$ cat config.mk
export PLATFORM = sky130hd
export DESIGN_NAME = rf_top
export DESIGN_NICKNAME = d
export VERILOG_FILES = /design/src/rf_pkg.sv /design/src/rf_port_if.sv /design/src/rf_intg_check.sv /design/src/rf_regs.sv /design/src/rf_ctrl.sv /design/src/rf_top.sv
export SDC_FILE = /design/constraint.sdc
export NUM_CORES = 2
export LEC_CHECK = 0
export ABC_CLOCK_PERIOD_IN_PS = 3910
export BUFFER_PORTS_ARGS = -buffer_cell sky130_fd_sc_hd__buf_2
export CORE_UTILIZATION = 50
export CTS_CLUSTER_SIZE = 25
export DETAILED_ROUTE_END_ITERATION = 6
export GPL_TIMING_DRIVEN = 0
export PLACE_DENSITY_LB_ADDON = 0.15
export REMOVE_ABC_BUFFERS = 1
export SLEW_MARGIN = 0
export SYNTH_ARGS = -nofsm -noshare
export SYNTH_HDL_FRONTEND = slang
export SYNTH_SLANG_ARGS = --single-unit
export TNS_END_PERCENT = 10
$ cat constraint.sdc
create_clock -name clk_i -period 3.91 [get_ports clk_i]
set_clock_uncertainty 0.15 [all_clocks]
set_input_delay 0.391 -clock clk_i [delete_from_list [all_inputs] [get_ports clk_i]]
set_output_delay 0.391 -clock clk_i [all_outputs]
set_load 0.02 [all_outputs]
$ cat src/rf_pkg.sv
////////////////////////////////////////
// Register file widths, integrity code
// masks and the protected word type
////////////////////////////////////////

package rf_pkg;

  // Word layout
  localparam int unsigned DataWidth = 32;
  localparam int unsigned IntgWidth = 7;
  localparam int unsigned WordWidth = DataWidth + IntgWidth;

  // Covers 32 registers, top bit unused with 16
  localparam int unsigned AddrWidth = 5;

  ////////////////////////////////////////
  // Integrity code
  ////////////////////////////////////////

  // Check bit k covers data bits whose index mod 7 is k
  localparam logic [IntgWidth-1:0][DataWidth-1:0] IntgMask = {
    32'h0810_2040,  // bits 6, 13, 20, 27
    32'h0408_1020,
    32'h0204_0810,
    32'h8102_0408,
    32'h4081_0204,
    32'h2040_8102,
    32'h1020_4081   // bits 0, 7, 14, 21, 28
  };

  ////////////////////////////////////////
  // Protected word
  ////////////////////////////////////////

  typedef struct packed {
    logic [IntgWidth-1:0] intg;
    logic [DataWidth-1:0] data;
  } rf_fields_t;

  // Raw view for storage, field view for checking and ports
  typedef union packed {
    logic [WordWidth-1:0] raw;
    rf_fields_t           part;
  } rf_word_t;

endpackage

$ cat src/rf_port_if.sv
////////////////////////////////////////
// Register file port between control
// and storage
////////////////////////////////////////

`timescale 1ns/100ps

interface rf_port_if;

  // Write side
  logic                         we;
  logic [rf_pkg::AddrWidth-1:0] waddr;
  rf_pkg::rf_word_t             wdata;

  // Read side
  logic [rf_pkg::AddrWidth-1:0] raddr;
  rf_pkg::rf_word_t             rdata;

  modport ctrl (
    output we,
    output waddr,
    output wdata,
    output raddr,
    input  rdata
  );

  modport regs (
    input  we,
    input  waddr,
    input  wdata,
    input  raddr,
    output rdata
  );

endinterface

$ cat src/rf_intg_check.sv
////////////////////////////////////////
// Integrity check of a read word
////////////////////////////////////////

`timescale 1ns/100ps

module rf_intg_check (
  input  rf_pkg::rf_word_t word_i,
  output logic             err_o
);

  logic [rf_pkg::IntgWidth-1:0] intg_calc;

  // Each check bit is the parity of its masked data bits
  always_comb begin
    for (int k = 0; k < rf_pkg::IntgWidth; k++) begin
      intg_calc[k] = ^(word_i.part.data & rf_pkg::IntgMask[k]);
    end
  end

  // Any flipped bit in data or code shows up here
  assign err_o = (intg_calc != word_i.part.intg);

endmodule

$ cat src/rf_regs.sv
////////////////////////////////////////
// Flop-based register storage
// One write port, one read port, x0 zero
////////////////////////////////////////

`timescale 1ns/100ps

module rf_regs #(
  parameter int unsigned NumRegs = 32
) (
  input  logic    clk_i,
  input  logic    rst_ni,
  rf_port_if.regs rf
);

  // x0 has no storage
  rf_pkg::rf_word_t regs_q [1:NumRegs-1];
  logic [NumRegs-1:1] we_dec;

  ////////////////////////////////////////
  // Write
  ////////////////////////////////////////

  for (genvar i = 1; i < NumRegs; i++) begin : gen_regs
    assign we_dec[i] = rf.we & (rf.waddr == rf_pkg::AddrWidth'(i));

    always_ff @(posedge clk_i or negedge rst_ni) begin
      if (!rst_ni) begin
        regs_q[i].raw <= '0;
      end else if (we_dec[i]) begin
        regs_q[i] <= rf.wdata;
      end
    end
  end

  ////////////////////////////////////////
  // Read
  ////////////////////////////////////////

  // All-zero word is a valid code, so x0 reads clean
  always_comb begin
    rf.rdata.raw = '0;
    if ((rf.raddr != '0) && (rf.raddr < NumRegs)) begin
      rf.rdata = regs_q[rf.raddr];
    end
  end

endmodule

$ cat src/rf_ctrl.sv
////////////////////////////////////////
// Access control for the register file
// Grant, response, sleep and sticky alert
////////////////////////////////////////

`timescale 1ns/100ps

module rf_ctrl #(
  parameter int unsigned NumRegs = 32
) (
  input  logic                         clk_i,
  input  logic                         rst_ni,

  input  logic                         acc_req_i,
  input  logic                         acc_we_i,
  input  logic [rf_pkg::AddrWidth-1:0] acc_addr_i,
  input  logic [rf_pkg::DataWidth-1:0] acc_wdata_i,
  input  logic [rf_pkg::IntgWidth-1:0] acc_wintg_i,
  output logic                         acc_gnt_o,
  output logic                         acc_rvalid_o,
  output logic [rf_pkg::DataWidth-1:0] acc_rdata_o,
  output logic                         acc_err_o,

  output logic                         core_sleep_o,
  output logic                         alert_major_o,

  rf_port_if.ctrl                      rf,
  input  logic                         intg_err_i
);

  logic [rf_pkg::AddrWidth-1:0] addr_eff;
  logic [rf_pkg::AddrWidth-1:0] raddr_q;
  logic                         gnt;
  logic                         rvalid_q;
  logic                         is_read_q;
  logic                         alert_q;

  ////////////////////////////////////////
  // Request side
  ////////////////////////////////////////

  // Nonexistent registers fold onto x0
  assign addr_eff = (acc_addr_i < NumRegs) ? acc_addr_i : '0;

  // One response slot, so no grant while it is busy
  assign gnt       = acc_req_i & ~rvalid_q;
  assign acc_gnt_o = gnt;

  assign rf.we             = gnt & acc_we_i;
  assign rf.waddr          = addr_eff;
  assign rf.wdata.part.intg = acc_wintg_i;
  assign rf.wdata.part.data = acc_wdata_i;
  assign rf.raddr          = raddr_q;

  always_ff @(posedge clk_i or negedge rst_ni) begin
    if (!rst_ni) begin
      rvalid_q  <= 1'b0;
      is_read_q <= 1'b0;
      raddr_q   <= '0;
    end else begin
      rvalid_q  <= gnt;
      is_read_q <= gnt & ~acc_we_i;
      if (gnt) begin
        raddr_q <= addr_eff;
      end
    end
  end

  ////////////////////////////////////////
  // Response side
  ////////////////////////////////////////

  assign acc_rvalid_o = rvalid_q;
  // Writes answer with zero data
  assign acc_rdata_o  = is_read_q ? rf.rdata.part.data : '0;
  assign acc_err_o    = is_read_q & intg_err_i;

  // Sticky until reset
  always_ff @(posedge clk_i or negedge rst_ni) begin
    if (!rst_ni) begin
      alert_q <= 1'b0;
    end else begin
      alert_q <= alert_q | acc_err_o;
    end
  end

  assign alert_major_o = alert_q;
  assign core_sleep_o  = ~acc_req_i & ~rvalid_q;

endmodule

$ cat src/rf_top.sv
////////////////////////////////////////
// Protected register file top level
// Control, storage and integrity check
////////////////////////////////////////

`timescale 1ns/100ps

module rf_top #(
  parameter int unsigned NumRegs = 32
) (
  input  logic                         clk_i,
  input  logic                         rst_ni,

  // Access port
  input  logic                         acc_req_i,
  output logic                         acc_gnt_o,
  input  logic                         acc_we_i,
  input  logic [rf_pkg::AddrWidth-1:0] acc_addr_i,
  input  logic [rf_pkg::DataWidth-1:0] acc_wdata_i,
  input  logic [rf_pkg::IntgWidth-1:0] acc_wintg_i,
  output logic                         acc_rvalid_o,
  output logic [rf_pkg::DataWidth-1:0] acc_rdata_o,
  output logic                         acc_err_o,

  // Status
  output logic                         core_sleep_o,
  output logic                         alert_major_o
);

  logic intg_err;

  rf_port_if rf_bus ();

  ////////////////////////////////////////
  // Control
  ////////////////////////////////////////

  rf_ctrl #(
    .NumRegs(NumRegs)
  ) u_ctrl (
    .clk_i        (clk_i),
    .rst_ni       (rst_ni),
    .acc_req_i    (acc_req_i),
    .acc_we_i     (acc_we_i),
    .acc_addr_i   (acc_addr_i),
    .acc_wdata_i  (acc_wdata_i),
    .acc_wintg_i  (acc_wintg_i),
    .acc_gnt_o    (acc_gnt_o),
    .acc_rvalid_o (acc_rvalid_o),
    .acc_rdata_o  (acc_rdata_o),
    .acc_err_o    (acc_err_o),
    .core_sleep_o (core_sleep_o),
    .alert_major_o(alert_major_o),
    .rf           (rf_bus.ctrl),
    .intg_err_i   (intg_err)
  );

  ////////////////////////////////////////
  // Storage and check
  ////////////////////////////////////////

  rf_regs #(
    .NumRegs(NumRegs)
  ) u_regs (
    .clk_i (clk_i),
    .rst_ni(rst_ni),
    .rf    (rf_bus.regs)
  );

  // Checks the word as stored, before data and code are split
  rf_intg_check u_intg_check (
    .word_i(rf_bus.rdata),
    .err_o (intg_err)
  );

endmodule

==> metrics.md <==
| Metric | Value |
|---|---|
| Post-route clock period utilization | `1.308` |
| CP Launch Type | `register` |
| Die Height | `336.5 µm` |
| Core box area | `110800 µm²` |
| Worst-path fanout max | `8` |
| Final Hold Fails | `0` |
| Area of the die | `about 110000 µm²` |
| Outcome | `complete, but fails checks` |
| Worst Hold Path Cells | `2` |
| Clock Latency Late Sink | `about 0.76 ns` |
| Top cells by count, synth | `1237 x mux2_2, 1217 x dfrtp_1, 216 x mux4_2, 203 x clkbuf_1, 154 x mux2i_1` |
| Post-route ant nets | `0` |
| Worst vdd ir | `around 0.44 mV` |
| Initial antenna violation count | `10` |
| R2R cell count | `10` |
| Leakage | `0.03105 µW` |
| First-pass GRT wire length | `~250000 µm` |
| Gpl congestion | `~0.76` |
| PwrDens | `515.8 nW/µm²` |
| Worst Path Arrival | `about 4.6 ns` |
| Final wirelength | `173300 µm` |
| Clk slew on worst S/H paths | `0.06 ns` |
| Hold Path End | `u_regs.regs_q[1054]` |
| Ranking of synthesized cells by area | `dfrtp_1 54%, mux2_2 25%, mux4_2 8.7%` |
| Failing checks | `negative setup slack` |
| Most used DFF post-synth | `dfrtp_1` |
| GR Overflow Total | `0` |
| Worst slew margin | `0.2643` |
| # fillers | `8247` |
| Reg-to-Reg End | `u_ctrl.alert_major_o` |
| # DRC | `0` |
| Gr usage total | `0.3120` |
| Tmin final | `roughly 5.1 ns` |
| Worst-Margin Slew | `between 1 and 1.5 ns` |
| Synth Warn # | `0` |
| Worst slack, placed | `-2.159 ns` |
| Finished Core Util | `0.5946` |
| Crit Path Category | `reg -> out` |
| Post-Synthesis Cells | `around 3700` |
| Fmax | `between 150 and 200 MHz` |
| HP Start | `acc_wdata_i[1]` |
| Root buffer cell | `clkbuf_16` |
| Die width | `approximately 340 µm` |
| RSZ-0062 raised after global routing | `true` |
| Most frequent cell after synthesis | `mux2_2` |
| CTS Buffer Depth | `3` |
| # port buffers | `84` |
| Rows | `~120` |
| DRT iter0 DRCs | `about 2800` |
| Top-level I/O count | `85` |
| Area of the multi-input gates | `24450 µm²` |
| Finished Layout Cells | `5355` |
| Setup Viol. Count Final | `17` |
| Starting density of the core | `0.5048` |
| Seq/Total Area, Yosys | `0.5444` |
| Slew Viols, Final | `0` |
| Vias in the first global route | `about 37000` |
| Routed len/inst | `around 32 µm` |
| CTS tree | `built` |
| Post-synth ARST share | `1.000` |
| Storage element area | `30470 µm²` |
| Area share of the largest cell type after synthesis | `0.5444` |
| CP Launch Point | `u_ctrl.rf.raddr[1]` |
| Worst hold-check path type | `in -> reg` |
| Final HPWL DP | `around 100000 µm` |
| Number of synthesized register bits | `around 1200` |
| Syn Area/Cell | `15.17 µm²` |
| CP Capture Type | `output pin` |
| Required @ worst endpoint | `around 3.4 ns` |
| Post-synth top area cell | `dfrtp_1` |
| Max-cap violations | `0` |
| Setup ws final | `-1.206 ns` |
| Synth cell types | `slightly below 60` |
| Clock sinks | `between 1000 and 1500` |
| RR Startpoint | `u_ctrl.rf.raddr[1]` |
| Fin nets | `roughly 3800` |
| Share of cells above drive strength 1 | `0.5396` |
| Worst R2R Setup Slack | `-0.26 ns` |
| Synth Cell Area | `55940 µm²` |
| Placed insts | `about 5000` |
| Pin count of the biggest net entering global routing | `181` |
| DR vias | `34430` |
| H-tree depth | `4` |
| Synthesis-to-layout area growth | `17.80%` |
| Mean number of vias per cell | `6.429` |
| CTS Buf Count | `about 140` |
| EDFF count, synth | `0` |
| DRT Pass-1 Iters | `5` |
## logic make-up after synthesis
family,Yosys count,share of synthesized area
AOI/OAI and AO/OA,215,0.02829
DFF,1217,0.5444
and+or+nand+nor,241,0.02105
buffers and inverters,373,0.03147
muxes,1619,0.3692
xor gates and xnor gates,23,0.005592
## area by class of cell
cell class                 instances  share of cell area
tap                             1488             0.02825
antenna                            3           0.0001139
sequential                      1217              0.4625
multi-input combinational       2098              0.3711
clock inverter                    53             0.01031
inverter                           7            0.001139
clock buffer                     186             0.06084
timing repair buffer             303             0.06583
## placed cells by master (no fill, tap or decap), types with 13 or more instances in the layout
master / Yosys / final
bufinv_16: 0 / 14
clkinv_2: 0 / 27
nand2_1: 55 / 44
buf_2: 36 / 77
o21ai_0: 36 / 32
mux2i_1: 154 / 148
dfrtp_1: 1217 / 1212
clkbuf_8: 3 / 29
a221oi_1: 33 / 26
buf_6: 17 / 25
mux2_2: 1237 / 1237
nand3_1: 29 / 27
a22oi_1: 46 / 45
buf_12: 3 / 46
mux4_2: 216 / 217
buf_4: 29 / 61
clkbuf_16: 0 / 145
nor2_4: 0 / 18
a21oi_1: 19 / 17
buf_16: 0 / 60
nor2_1: 66 / 39
and2_1: 15 / 13
dlygate4sd3_1: 0 / 15
clkbuf_1: 203 / 15
## stage by stage
stage / setup TNS [ns] / hold slack, ns / total power, µW / instance area (µm²)
2_1_floorplan: -457.73 / -0.05459 / 18260 / 54200
3_3_place_gp: - / 0.2925 / 20190 / 56490
3_5_place_dp: -95.12 / 0.1659 / 19930 / 58910
4_1_cts: -1.530 / 0.05853 / 34000 / 65580
5_1_grt: -2.740 / 0.1091 / 35160 / 65890
6_report: -1.932 / 0.1049 / 33990 / 65890
## worst max-delay path, cell delays in order (launching register included)
cell     delay, ns
dfrtp_4       0.45
buf_16        0.17
buf_16        0.18
mux4_2        0.52
mux4_2        0.53
mux2i_4       0.29
xnor3_2       0.58
xnor2_2       0.20
or2_1         0.22
o41a_1        0.45
buf_6         0.19
## flip-flops by register name, summed over array words and instances, names as in the netlist
name and cells:
u_ctrl.rf.raddr 5, u_regs.regs_q 1209, u_ctrl.is_read_q 1, u_ctrl.acc_rvalid_o 1, u_ctrl.alert_major_o 1
## power by group
group | leakage (µW) | switching (µW) | internal (µW)
Clock | 0.00233 | 5280 | 8090
Sequential | 0.0164 | 729 | 13900
Combinational | 0.0123 | 2940 | 3010
## per-layer routing
| layer | track usage | part of all wire | vias up |
|---|---|---|---|
| met5 | 0 | 0.00040 | - |
| met4 | 0.1544 | 0.051 | 10 |
| met3 | 0.06505 | 0.064 | 495 |
| met2 | 0.5085 | 0.49 | 1305 |
| met1 | 0.3972 | 0.40 | 18760 |
| li1 | - | - | 13860 |
## timing repair
item                                    4_1_cts  5_1_grt
pin swaps                                    20        8
resized for setup                           131       26
hold buffers                                 16        0
hold endpoints to repair                    330        0
endpoints found under the setup margin      274       30
cloned                                       18        3
setup buffers                                69       19
## how the worst max path moves through the flow
stage,endpoint,cells after the start
after floorplan,acc_err_o,8
after global placement,acc_err_o,9
after detailed placement,acc_err_o,13
after CTS,acc_err_o,10
after global routing,acc_err_o,13
final,acc_err_o,10
Power figures use the tool's default switching activity.
